`config.mk`:
```
export PLATFORM = sky130hd
export DESIGN_NAME = lcd_status_display
export DESIGN_NICKNAME = d
export VERILOG_FILES = /design/src/lcd_text_pkg.sv /design/src/lcd_cmd_pkg.sv /design/src/lcd_status_display.sv /design/src/lcd_msg_rom.sv /design/src/lcd_char_writer.sv /design/src/lcd_instr_issuer.sv
export VERILOG_INCLUDE_DIRS = /design/src
export SDC_FILE = /design/constraint.sdc
export NUM_CORES = 1
export LEC_CHECK = 0
export BUFFER_PORTS_ARGS = -buffer_cell sky130_fd_sc_hd__buf_4
export CAP_MARGIN = 0
export CORE_UTILIZATION = 30
export DETAILED_ROUTE_END_ITERATION = 6
export GPL_TIMING_DRIVEN = 0
export SLEW_MARGIN = 10
export SYNTH_ARGS = -nofsm -noshare
export SYNTH_HDL_FRONTEND = slang
export SYNTH_SLANG_ARGS = --single-unit
```
`constraint.sdc`:
```
create_clock -name i_clk -period 2.5 [get_ports i_clk]
set_input_delay 0.125 -clock i_clk [delete_from_list [all_inputs] [get_ports i_clk]]
set_output_delay 0.125 -clock i_clk [all_outputs]
set_load 0.03 [all_outputs]
```
`src/lcd_cfg.svh`:
```
`ifndef LCD_CFG_SVH
`define LCD_CFG_SVH

// bus write phases in i_clk cycles
`define LCD_SETUP_CYC 2
`define LCD_EN_HIGH_CYC 12
`define LCD_HOLD_CYC 2

// execution waits after a write
`define LCD_EXEC_CYC 40
`define LCD_CLEAR_EXEC_CYC 200

// screen geometry
`define LCD_COLS 16
`define LCD_LINE1_ADDR 7'h40 // ddram start of second line

`endif
```
`src/lcd_text_pkg.sv`:
```
package lcd_text_pkg;

    // status shown on the front panel
    typedef enum logic [2:0] {
        MODE_INIT       = 3'd0,
        MODE_STOP       = 3'd1,
        MODE_PLAY_PAUSE = 3'd2,
        MODE_REC_PAUSE  = 3'd3,
        MODE_PLAYING    = 3'd4,
        MODE_RECORDING  = 3'd5
    } disp_mode_e; // 6 and 7 render as recording

    typedef logic [7:0] char_t; // ascii as in the hd44780 cgrom for printables

    // screen position where bit 4 selects the line
    typedef logic [4:0] char_idx_t;

endpackage

```
`src/lcd_cmd_pkg.sv`:
```
package lcd_cmd_pkg;

    typedef logic [7:0] lcd_byte_t;
    typedef logic [6:0] ddram_addr_t;

    // power-up order follows the enum order with SET_DDRAM last
    typedef enum logic [2:0] {
        FUNC_SET   = 3'd0, // 0x38
        DISP_OFF   = 3'd1, // 0x08
        CLEAR      = 3'd2, // 0x01 with long exec
        ENTRY_MODE = 3'd3, // 0x06
        DISP_ON    = 3'd4, // 0x0C
        SET_DDRAM  = 3'd5  // 0x80 | addr
    } instr_e;

    localparam logic [2:0] INIT_COUNT = 3'd5;

    // phases of one timed bus write in issuer and char writer
    typedef enum logic [2:0] {
        PH_IDLE,
        PH_SETUP,
        PH_EN,
        PH_HOLD,
        PH_EXEC
    } bus_phase_e;

endpackage

```
`src/lcd_status_display.sv`:
```
`timescale 1ns/1ps

`include "lcd_cfg.svh"

module lcd_status_display (
    input  logic                     i_clk,
    input  logic                     i_rst_n,
    input  logic                     i_start,
    input  lcd_text_pkg::disp_mode_e i_mode,
    output lcd_cmd_pkg::lcd_byte_t   o_lcd_data,
    output logic                     o_lcd_en,
    output logic                     o_lcd_rs,
    output logic                     o_lcd_rw,
    output logic                     o_init_done,
    output logic                     o_render_done
);
    import lcd_cmd_pkg::*;
    import lcd_text_pkg::*;

    typedef enum logic [2:0] {
        ST_BOOT,
        ST_INIT,
        ST_IDLE,
        ST_SET_ADDR,
        ST_WRITE
    } state_e;

    state_e      state;
    logic [2:0]  instr_idx;
    char_idx_t   char_idx;
    disp_mode_e  mode_q;
    logic        start_d;
    logic        start_rise;
    logic        init_done_q;
    logic        render_done_q;

    // issuer side
    logic        inst_start;
    instr_e      inst_kind;
    ddram_addr_t inst_addr;
    logic        inst_done;
    lcd_byte_t   ins_data;
    logic        ins_en;
    logic        ins_rs;
    logic        ins_rw;

    // writer side
    logic        char_start;
    char_t       rom_char;
    logic        char_done;
    lcd_byte_t   wr_data;
    logic        wr_en;
    logic        wr_rs;
    logic        wr_rw;

    logic        use_instr;

    assign start_rise = i_start & ~start_d;

    always_ff @(posedge i_clk or negedge i_rst_n) begin
        if (!i_rst_n) begin
            state         <= ST_BOOT;
            instr_idx     <= '0;
            char_idx      <= '0;
            mode_q        <= MODE_INIT;
            start_d       <= 1'b0;
            inst_start    <= 1'b0;
            inst_kind     <= FUNC_SET;
            inst_addr     <= '0;
            char_start    <= 1'b0;
            init_done_q   <= 1'b0;
            render_done_q <= 1'b0;
        end else begin
            start_d       <= i_start;
            inst_start    <= 1'b0; // strobes default low
            char_start    <= 1'b0;
            render_done_q <= 1'b0;
            case (state)
                ST_BOOT: begin
                    instr_idx  <= '0;
                    inst_kind  <= FUNC_SET;
                    inst_start <= 1'b1;
                    state      <= ST_INIT;
                end
                ST_INIT: begin
                    if (inst_done) begin
                        if (instr_idx == INIT_COUNT - 3'd1) begin
                            init_done_q <= 1'b1;
                            state       <= ST_IDLE;
                        end else begin
                            instr_idx  <= instr_idx + 3'd1;
                            inst_kind  <= instr_e'(instr_idx + 3'd1); // list is enum order
                            inst_start <= 1'b1;
                        end
                    end
                end
                ST_IDLE: begin
                    if (start_rise) begin
                        mode_q     <= i_mode; // held for the whole screen
                        char_idx   <= '0;
                        inst_kind  <= SET_DDRAM;
                        inst_addr  <= '0;
                        inst_start <= 1'b1;
                        state      <= ST_SET_ADDR;
                    end
                end
                ST_SET_ADDR: begin
                    if (inst_done) begin
                        char_start <= 1'b1;
                        state      <= ST_WRITE;
                    end
                end
                ST_WRITE: begin
                    if (char_done) begin
                        if (char_idx == char_idx_t'(2 * `LCD_COLS - 1)) begin
                            render_done_q <= 1'b1;
                            state         <= ST_IDLE;
                        end else if (char_idx == char_idx_t'(`LCD_COLS - 1)) begin
                            char_idx   <= char_idx + 1'b1;
                            inst_kind  <= SET_DDRAM;
                            inst_addr  <= `LCD_LINE1_ADDR;
                            inst_start <= 1'b1;
                            state      <= ST_SET_ADDR;
                        end else begin
                            char_idx   <= char_idx + 1'b1;
                            char_start <= 1'b1;
                        end
                    end
                end
                default: state <= ST_BOOT;
            endcase
        end
    end

    lcd_instr_issuer u_issuer (
        .i_clk      (i_clk),
        .i_rst_n    (i_rst_n),
        .i_start    (inst_start),
        .i_kind     (inst_kind),
        .i_addr     (inst_addr),
        .o_lcd_data (ins_data),
        .o_lcd_en   (ins_en),
        .o_lcd_rs   (ins_rs),
        .o_lcd_rw   (ins_rw),
        .o_done     (inst_done)
    );

    lcd_char_writer u_char_writer (
        .i_clk      (i_clk),
        .i_rst_n    (i_rst_n),
        .i_start    (char_start),
        .i_char     (rom_char),
        .o_lcd_data (wr_data),
        .o_lcd_en   (wr_en),
        .o_lcd_rs   (wr_rs),
        .o_lcd_rw   (wr_rw),
        .o_done     (char_done)
    );

    lcd_msg_rom u_msg_rom (
        .i_mode (mode_q),
        .i_idx  (char_idx),
        .o_char (rom_char)
    );

    // pins follow whichever block owns the current state
    assign use_instr = (state == ST_BOOT) || (state == ST_INIT) || (state == ST_SET_ADDR);

    assign o_lcd_data    = use_instr ? ins_data : wr_data;
    assign o_lcd_en      = use_instr ? ins_en : wr_en;
    assign o_lcd_rs      = use_instr ? ins_rs : wr_rs;
    assign o_lcd_rw      = use_instr ? ins_rw : wr_rw;
    assign o_init_done   = init_done_q;
    assign o_render_done = render_done_q;

endmodule

```
`src/lcd_msg_rom.sv`:
```
`timescale 1ns/1ps

`include "lcd_cfg.svh"

module lcd_msg_rom (
    input  lcd_text_pkg::disp_mode_e i_mode,
    input  lcd_text_pkg::char_idx_t  i_idx,
    output lcd_text_pkg::char_t      o_char
);
    import lcd_text_pkg::*;

    localparam int LINE_W = `LCD_COLS * 8;

    // first line of each message with the leftmost column in the top byte
    localparam logic [LINE_W-1:0] MSG_INIT       = "  Initializing  ";
    localparam logic [LINE_W-1:0] MSG_STOP       = "      Stop      ";
    localparam logic [LINE_W-1:0] MSG_PLAY_PAUSE = "   Play Pause   ";
    localparam logic [LINE_W-1:0] MSG_REC_PAUSE  = "  Record Pause  ";
    localparam logic [LINE_W-1:0] MSG_PLAYING    = "   Playing      ";
    localparam logic [LINE_W-1:0] MSG_RECORDING  = "   Recording    ";

    localparam char_t SPACE = 8'h20;

    logic [LINE_W-1:0] line0;
    logic [3:0]        col;

    always_comb begin
        case (i_mode)
            MODE_INIT:       line0 = MSG_INIT;
            MODE_STOP:       line0 = MSG_STOP;
            MODE_PLAY_PAUSE: line0 = MSG_PLAY_PAUSE;
            MODE_REC_PAUSE:  line0 = MSG_REC_PAUSE;
            MODE_PLAYING:    line0 = MSG_PLAYING;
            default:         line0 = MSG_RECORDING; // also codes 6, 7
        endcase
    end

    assign col = i_idx[3:0];

    // second line stays blank for every mode
    assign o_char = i_idx[4] ? SPACE : line0[8 * (4'd15 - col) +: 8];

endmodule

```
`src/lcd_char_writer.sv`:
```
`timescale 1ns/1ps

`include "lcd_cfg.svh"

module lcd_char_writer (
    input  logic                   i_clk,
    input  logic                   i_rst_n,
    input  logic                   i_start,
    input  lcd_text_pkg::char_t    i_char,
    output lcd_cmd_pkg::lcd_byte_t o_lcd_data,
    output logic                   o_lcd_en,
    output logic                   o_lcd_rs,
    output logic                   o_lcd_rw,
    output logic                   o_done
);
    import lcd_cmd_pkg::*;
    import lcd_text_pkg::*;

    localparam int CNT_W = $clog2(`LCD_EXEC_CYC);

    bus_phase_e       phase;
    logic [CNT_W-1:0] cnt;
    logic [CNT_W-1:0] phase_last;
    char_t            char_q;
    logic             done_q;

    always_ff @(posedge i_clk) begin
        if (i_start && phase == PH_IDLE) char_q <= i_char;
    end

    always_comb begin
        case (phase)
            PH_SETUP: phase_last = CNT_W'(`LCD_SETUP_CYC - 1);
            PH_EN:    phase_last = CNT_W'(`LCD_EN_HIGH_CYC - 1);
            PH_HOLD:  phase_last = CNT_W'(`LCD_HOLD_CYC - 1);
            default:  phase_last = CNT_W'(`LCD_EXEC_CYC - 1);
        endcase
    end

    always_ff @(posedge i_clk or negedge i_rst_n) begin
        if (!i_rst_n) begin
            phase  <= PH_IDLE;
            cnt    <= '0;
            done_q <= 1'b0;
        end else begin
            done_q <= 1'b0;
            if (phase == PH_IDLE) begin
                if (i_start) begin
                    phase <= PH_SETUP;
                    cnt   <= '0;
                end
            end else if (cnt == phase_last) begin
                cnt <= '0;
                case (phase)
                    PH_SETUP: phase <= PH_EN;
                    PH_EN:    phase <= PH_HOLD;
                    PH_HOLD:  phase <= PH_EXEC;
                    default: begin
                        phase  <= PH_IDLE;
                        done_q <= 1'b1;
                    end
                endcase
            end else begin
                cnt <= cnt + 1'b1;
            end
        end
    end

    assign o_lcd_data = (phase == PH_IDLE) ? '0 : char_q;
    assign o_lcd_en   = (phase == PH_EN);
    assign o_lcd_rs   = (phase != PH_IDLE); // data register while busy
    assign o_lcd_rw   = 1'b0;
    assign o_done     = done_q;

endmodule

```
`src/lcd_instr_issuer.sv`:
```
`timescale 1ns/1ps

`include "lcd_cfg.svh"

module lcd_instr_issuer (
    input  logic                     i_clk,
    input  logic                     i_rst_n,
    input  logic                     i_start,
    input  lcd_cmd_pkg::instr_e      i_kind,
    input  lcd_cmd_pkg::ddram_addr_t i_addr,
    output lcd_cmd_pkg::lcd_byte_t   o_lcd_data,
    output logic                     o_lcd_en,
    output logic                     o_lcd_rs,
    output logic                     o_lcd_rw,
    output logic                     o_done
);
    import lcd_cmd_pkg::*;

    localparam int CNT_W = $clog2(`LCD_CLEAR_EXEC_CYC);

    bus_phase_e       phase;
    logic [CNT_W-1:0] cnt;
    logic [CNT_W-1:0] phase_last;
    lcd_byte_t        cmd_q;
    logic             is_clear_q;
    logic             done_q;

    function automatic lcd_byte_t encode(instr_e kind, ddram_addr_t addr);
        lcd_byte_t b;
        case (kind)
            FUNC_SET:   b = 8'h38; // 8-bit bus, 2 lines, 5x8
            DISP_OFF:   b = 8'h08;
            CLEAR:      b = 8'h01;
            ENTRY_MODE: b = 8'h06; // increment, no shift
            DISP_ON:    b = 8'h0C; // cursor off
            SET_DDRAM:  b = {1'b1, addr};
            default:    b = 8'h00;
        endcase
        return b;
    endfunction

    // command byte and wait length captured with the start strobe
    always_ff @(posedge i_clk) begin
        if (i_start && phase == PH_IDLE) begin
            cmd_q      <= encode(i_kind, i_addr);
            is_clear_q <= (i_kind == CLEAR);
        end
    end

    always_comb begin
        case (phase)
            PH_SETUP: phase_last = CNT_W'(`LCD_SETUP_CYC - 1);
            PH_EN:    phase_last = CNT_W'(`LCD_EN_HIGH_CYC - 1);
            PH_HOLD:  phase_last = CNT_W'(`LCD_HOLD_CYC - 1);
            PH_EXEC:  phase_last = is_clear_q ? CNT_W'(`LCD_CLEAR_EXEC_CYC - 1)
                                              : CNT_W'(`LCD_EXEC_CYC - 1);
            default:  phase_last = '0;
        endcase
    end

    always_ff @(posedge i_clk or negedge i_rst_n) begin
        if (!i_rst_n) begin
            phase  <= PH_IDLE;
            cnt    <= '0;
            done_q <= 1'b0;
        end else begin
            done_q <= 1'b0;
            if (phase == PH_IDLE) begin
                if (i_start) begin
                    phase <= PH_SETUP;
                    cnt   <= '0;
                end
            end else if (cnt == phase_last) begin
                cnt <= '0;
                case (phase)
                    PH_SETUP: phase <= PH_EN;
                    PH_EN:    phase <= PH_HOLD;
                    PH_HOLD:  phase <= PH_EXEC;
                    default: begin
                        phase  <= PH_IDLE;
                        done_q <= 1'b1; // exec wait over
                    end
                endcase
            end else begin
                cnt <= cnt + 1'b1;
            end
        end
    end

    assign o_lcd_data = (phase == PH_IDLE) ? '0 : cmd_q;
    assign o_lcd_en   = (phase == PH_EN);
    assign o_lcd_rs   = 1'b0; // instruction register
    assign o_lcd_rw   = 1'b0;
    assign o_done     = done_q;

endmodule

```
======== Word-level counts from Yosys, hierarchy flattened ========
Cells that the tools add are included.
storage, ports and cells
  memory bits (writable) .................. 0
  register bits ........................... 68
  logic and storage cells ................. 162
  bits in latches ......................... 0
  memory bits (read-only) ................. 0
  memories ................................ 0
cells by class
  add/sub/neg operators ................... 5
  shifts and indexed selects .............. 1
  reduce and logical (&&, ||, !) cells .... 28
  bitwise operators ....................... 2
  mux-type cells .......................... 70
  multiply operators ...................... 0
  $lt $le $gt $ge ......................... 0
  divide/modulo/power cells ............... 0
  equality and inequality tests ........... 36
operator list
  cell                                            count
  one-hot mux 111 bit (5 select lines)            1
  indexed part select 128 x 33 -> 8 bit           1
  2-to-1 mux 3 bit                                19
  2-to-1 mux 8 bit                                7
  one-hot mux 8 bit (6 select lines)              1
  == test 3 x 2 -> 1 bit (second input constant)  10
  2-to-1 mux 7 bit                                4
  one-hot mux 8 bit (3 select lines)              1
  2-to-1 mux 1 bit                                21
  == test 3 bit (second input constant)           6
  2-to-1 mux 6 bit                                3
  one-hot mux 3 bit (3 select lines)              2
  == test 3 x 1 -> 1 bit (second input constant)  5
  zero test 3 bit                                 5
  2-to-1 mux 5 bit                                3
  one-hot mux 3 bit (5 select lines)              1
  != test 2 bit (second input constant)           7
  one-hot mux 7 bit (2 select lines)              1
  one-hot mux 3 bit (4 select lines)              1
  one-hot mux 6 bit (2 select lines)              1
  one-hot mux 5 bit (2 select lines)              1
  adder 8 x 1 -> 8 bit (second input constant)    1
  == test 8 bit                                   1
  nonzero test 2 bit                              4
  26 further kinds                                35

======== Depth between registers and ports, before layout ========
  depth in word-level cells ............... 6
  mapped depth ............................ 10

======== By module ========
Synthesis repeated with hierarchy kept, for this count alone.
unflattened totals
  cells, all modules ...................... 485
  area, all modules ....................... 4,367.9 µm²
modules (own cells, without submodules)
  module              sequential area each (µm²)  times used  cells each  area each (µm²)
  lcd_status_display  575.6                       1           131         1,357.6
  lcd_instr_issuer    570.5                       1           126         1,197.4
  lcd_msg_rom         0.0                         1           146         925.9
  lcd_char_writer     490.5                       1           82          887.1

======== Worst setup path after synthesis ========
Ideal clock, no wire load.
  path kind ............................... reg2reg
  from .................................... register char_idx[2]
  to ...................................... register state[1]
  data required time ...................... 2.361 ns
  buffers on the path ..................... 2
  period minus slack after synthesis ...... 2.162 ns
  setup time .............................. 0.139 ns
  path slack .............................. 0.338 ns
  stages on the path, launching flop included .. 9
  data arrival time ....................... 2.024 ns
  cell sequence ........................... dfrtp_1 > clkbuf_1 > buf_1 > and3_1 > ha_1 > nor4_1 > nor3_1 > mux2i_1 > o21ai_0
on the way
  cells in the longest elaborated chain, start to end .. 4
  elaborated cells between the ends (all ways) .. 7
ends and longest elaborated chain
  item                                line                       RTL
  start, declared                     lcd_status_display.sv:30   char_idx_t char_idx;
  start signal, assigned              lcd_status_display.sv:119  char_idx <= char_idx + 1'b1;
  start signal, assigned              lcd_status_display.sv:125  char_idx <= char_idx + 1'b1;
  == test 5 bit                       lcd_status_display.sv:115  if (char_idx == char_idx_t'(2 * `LCD_COLS - 1)) begin
  2-to-1 mux 3 bit                    lcd_status_display.sv:115
  2-to-1 mux 3 bit                    lcd_status_display.sv:114  if (char_done) begin
  one-hot mux 3 bit (5 select lines)  lcd_status_display.sv:78   case (state)
  end signal, assigned                lcd_status_display.sv:83   state <= ST_INIT;
  end signal, assigned                lcd_status_display.sv:117  state <= ST_IDLE;
  end signal, assigned                lcd_status_display.sv:123  state <= ST_SET_ADDR;
  end, declared                       lcd_status_display.sv:28   state_e state;
Parallel ways exist; a longest one is shown, timed or not. The select of a mux whose other input is x is not followed.
A chain may end at the register's enable or synchronous reset.

======== Worst setup path in the final report ========
  from .................................... register mode_q[1]
  to ...................................... register u_char_writer.char_q[6] (data pin)
on the way
  cells in the longest elaborated chain, start to end .. 3
  elaborated cells between the ends (all ways) .. 7
ends and longest elaborated chain
  item                                         line                      RTL
  start, declared                              lcd_status_display.sv:31  disp_mode_e mode_q;
  start signal, assigned                       lcd_status_display.sv:99  mode_q <= i_mode;
  == test 3 bit, or another cell as far along  lcd_msg_rom.sv:28         case (i_mode)
  one-hot mux 111 bit (5 select lines) (*)     lcd_msg_rom.sv:28
  indexed part select 128 x 33 -> 8 bit (*)    lcd_msg_rom.sv:41         assign o_char = i_idx[4] ? SPACE : line0[8 * (4'd15 - col) +: 8];
  end signal, assigned                         lcd_char_writer.sv:28     if (i_start && phase == PH_IDLE) char_q <= i_char;
  end, declared                                lcd_char_writer.sv:24     char_t char_q;
Mark *: on every way between the ends. The rest lies on a longest branch, timed or not.

==> results by group <==
Global routing
  • Vias in the first global route: around 3,300
  • Tot GR Track Use: 16.0%
  • Initial antenna violation count: 0
  • Largest net degree at the start of global routing: 46
  • Global-route wire length before repair: roughly 17,000 um
  • Grt total ovfl: 0

Power and ir drop
  • Comb pwr share: between 1 and 1.5%
  • Clk pwr share: between 50% and 60%
  • Switching Fraction: between 20% and 30%
  • Int Pwr: roughly 1.8 mW
  • Pleak: 1.85 nW
  • P_sw: between 0.4 and 0.5 mW
  • VDD IR max: between 200 and 300 uV
  • Power per standard cell area: about 480 nW/um^2
  • Seq pwr share: roughly 45%

Worst setup path
  • Crit path max fanout: 10
  • Crit path kind: flip-flop to flip-flop
  • Critical Path Max Stage Delay: 390 ps
  • CP arrival: 2360 ps
  • Kind of cell adding the most delay to the critical path: buffers and inverters
  • Required time of the critical path: approximately 2600 ps
  • R2R cell count: 6
  • Slowest stage cell, crit path: clkbuf_1
  • R2R setup slack: around 200 ps
  • Crit Reg-Reg Endpoint: u_char_writer.char_q[6]
  • Crit path top cell by count: clkbuf_1
  • Critical path endpoint category: flip-flop
  • WP depth: 6
  • CP Cell Sequence: clkbuf_1 > clkbuf_1 > buf_2 > nand3_1 > o311ai_0 > a21oi_1
  • Buf/Inv on CP: 3
  • Worst setup SP type: flip-flop
  • FF-to-FF Start: mode_q[1]

Finish
  • Layout cell share with drive strength beyond 1: between 10 and 15%
  • Fill cells: around 1,300
  • Final nets: about 500
  • Ant diodes: 0
  • Area Growth Syn to Fin: 17.5%
  • Design area: 4620 um^2

STA
  • Slew Viols, Final: 0
  • Post-route clock skew: about 8.8 ps
  • Fin crit period: approximately 2300 ps
  • Final setup vio count: 0
  • RSZ-0062 raised after global routing: false
  • Final period utilization: roughly 90%
  • Fmax: 435 MHz
  • Worst slew pin tran: between 800 and 900 ps
  • Max-slew headroom: roughly two fifths
  • Post-route worst setup slack: 199 ps
  • Fin. Hold Viols: 0

Logic synthesis
  • Ys async rst share: roughly three quarters
  • Syn Std Cell Area: roughly 3900 um^2
  • Post-synthesis cell type count: 74
  • Syn Area/Cell: between 8 and 9 um^2
  • Synth warn: 0
  • Ys flop type: dfrtp_1
  • Synth Register Bits: 60
  • Mapped Cells: 455
  • Register area share after synthesis: between 40% and 50%
  • Post-synth EDFFs: 15
  • Mapped Nets: around 470

Detailed routing
  • Pre-antenna DRT Iters: 6
  • Via density: ~5.5
  • DR vias: 3,615
  • Initial DRC Count: 490
  • Routed len/inst: roughly 16 um
  • DR DRC count: 0
  • Antenna Violating Nets Remaining: 0
  • Total Routed Length: between 10,000 and 15,000 um

CTS
  • Clk buf depth: 2
  • CTS Root Cell: clkbuf_16
  • H-tree depth: 3
  • Cts bufs inserted: 9
  • Clk_lat worst skew: between 300 and 400 ps
  • TritonCTS clock tree: built
  • Clock-pin transition on the worst setup and hold timing paths: 50 ps
  • Clk sinks: 60

Placement
  • Placed inst area: around 4300 um^2
  • RePlAce Congestion: approximately 0.94
  • PortBufs: 17
  • Post-DP HPWL: 7310 um
  • Worst slack, placed: -232 ps

Floorplan
  • Die ar.: between 10,000 and 15,000 um^2
  • CORE AREA: 12,700 um^2
  • Die Wd: between 100 and 150 um
  • Starting Density: 30.9%
  • Rows: between 40 and 50
  • I/O pin count: 19
  • Die height: around 120 um

Worst hold path
  • Hold Path Depth: 3
  • Hold Path Class: input port to flip-flop
  • Hold path start: i_mode[0]
  • Hold path endpoint: mode_q[0]

Flow run
  • Maximum capacitance violations: 0

Outcome
  • Status: complete, no violations
cell usage in the layout, fill, tap and decap left out, drive strengths merged, types with 3 or more instances in the layout:
master and instances:
nand2 47, dfrtp 45, nor2 45, o21ai 39, a21oi 30, buf 30
clkbuf 28, nand3 16, edfxtp 15, nor3 14, inv 11, nand2b 11
a22o 11, nor2b 11, xnor2 8, ha 8, and3 7, nor3b 7
and2 6, mux2i 5, or3 5, nor4 5, clkinv 5, a31oi 4
o22ai 4, xor2 4, a211oi 4, a21o 3, o311a 3, nand4 3
mux2 3, a311oi 3, o211ai 3
cell type report:
type	instances	area (um^2)	area share [%]
buffer	30	139	3.00
clock buffer	10	229	4.95
clock inverter	6	65.1	1.41
inverter	12	45.0	0.974
multi-input combinational	352	2200	47.6
sequential	60	1580	34.1
tap	172	215	4.65
timing repair buffer	20	155	3.35
sequential cells by signal, indices dropped and copies added, names as in the netlist, 5 cells and up:
signal / cells
u_issuer.cmd_q: 7
u_char_writer.char_q: 7
u_char_writer.cnt: 6
u_issuer.cnt: 8
char_idx: 5
worst min-delay path, delay by kind of cell:
kind / cells / cell delay [ps]
buf+inv: 1 / 80
compound gates: 1 / 60
simple gates: 1 / 40
worst max-delay path by stage:
stage           startpoint                       to  slack (ps)
4_1_cts        char_idx[2]              char_idx[3]          10
3_5_place_dp   char_idx[2]                 state[1]        -230
2_1_floorplan  char_idx[2]                 state[1]         340
3_3_place_gp   char_idx[2]                 state[1]        -260
6_report         mode_q[1]  u_char_writer.char_q[6]         200
5_1_grt        char_idx[2]                 state[1]           3
synth_stat cells (7+ instances only):
cell type / number / area (um^2)
and3_1: 7 / 43.8
nor2b_1: 11 / 68.8
nor3_1: 14 / 70.1
nand2b_1: 11 / 68.8
xnor2_1: 8 / 70.1
buf_2: 7 / 35.0
inv_1: 11 / 41.3
ha_1: 8 / 100
nor2_1: 44 / 165
nand3_1: 16 / 80.1
a22o_1: 11 / 96.3
nand2_1: 47 / 176
clkbuf_1: 19 / 71.3
a21oi_1: 29 / 145
o21ai_0: 38 / 190
edfxtp_1: 15 / 450
dfrtp_1: 45 / 1130
power by group through the flow:
| stage | Clock (mW) | Sequential [mW] | Combinational (mW) |
|---|---|---|---|
| 4_1_cts | 1.24 | 1.00 | 0.0289 |
| 3_5_place_dp | 0 | 1.02 | 0.0262 |
| 5_1_grt | 1.28 | 1.00 | 0.0316 |
| 6_report | 1.20 | 1.00 | 0.0268 |
| 3_3_place_gp | 0 | 1.02 | 0.0256 |
| 2_1_floorplan | 0 | 1.02 | 0.00428 |
per-layer routing:
metal	wire length (um)	up-vias	GRT usage, %
met2	4580	151	24.6
li1	-	1723	-
met5	0	-	0
met4	91	0	4.47
met1	4990	1732	22.3
met3	657	9	4.05
what timing repair did:
item / in CTS / in global routing
hold buffers: 2 / 0
pin swaps: 0 / 0
setup endpoints to repair: 6 / 13
endpoints found under the hold margin: 46 / 0
gates resized for setup: 3 / 7
setup buffers: 0 / 1
logic make-up (layout without fill, tap and decap cells):
| logic type | count (synthesis) | in the layout | share of synthesized area, % |
|---|---|---|---|
| compound gates | 136 | 136 | 23.7 |
| xor+xnor | 12 | 12 | 2.67 |
| fa+ha+maj | 9 | 9 | 2.80 |
| buf+inv | 43 | 78 | 4.61 |
| flops | 60 | 60 | 40.1 |
| mux | 8 | 8 | 2.13 |
| other cells | 1 | 1 | 0.0953 |
| simple gates | 186 | 186 | 23.9 |
stage by stage:
step	total power, mW	hold WS, ps	TNS (ps)	util, %	std cells
after global placement	1.05	166	-739	33.6	644
after global routing	2.32	26.0	0	36.3	662
after floorplan	1.02	-171	0	-	455
after detailed placement	1.05	174	-556	33.6	644
after CTS	2.27	4.14	0	36.1	662
final	2.23	16.0	0	36.3	662
Note: power is estimated with default switching activity, not from simulation.
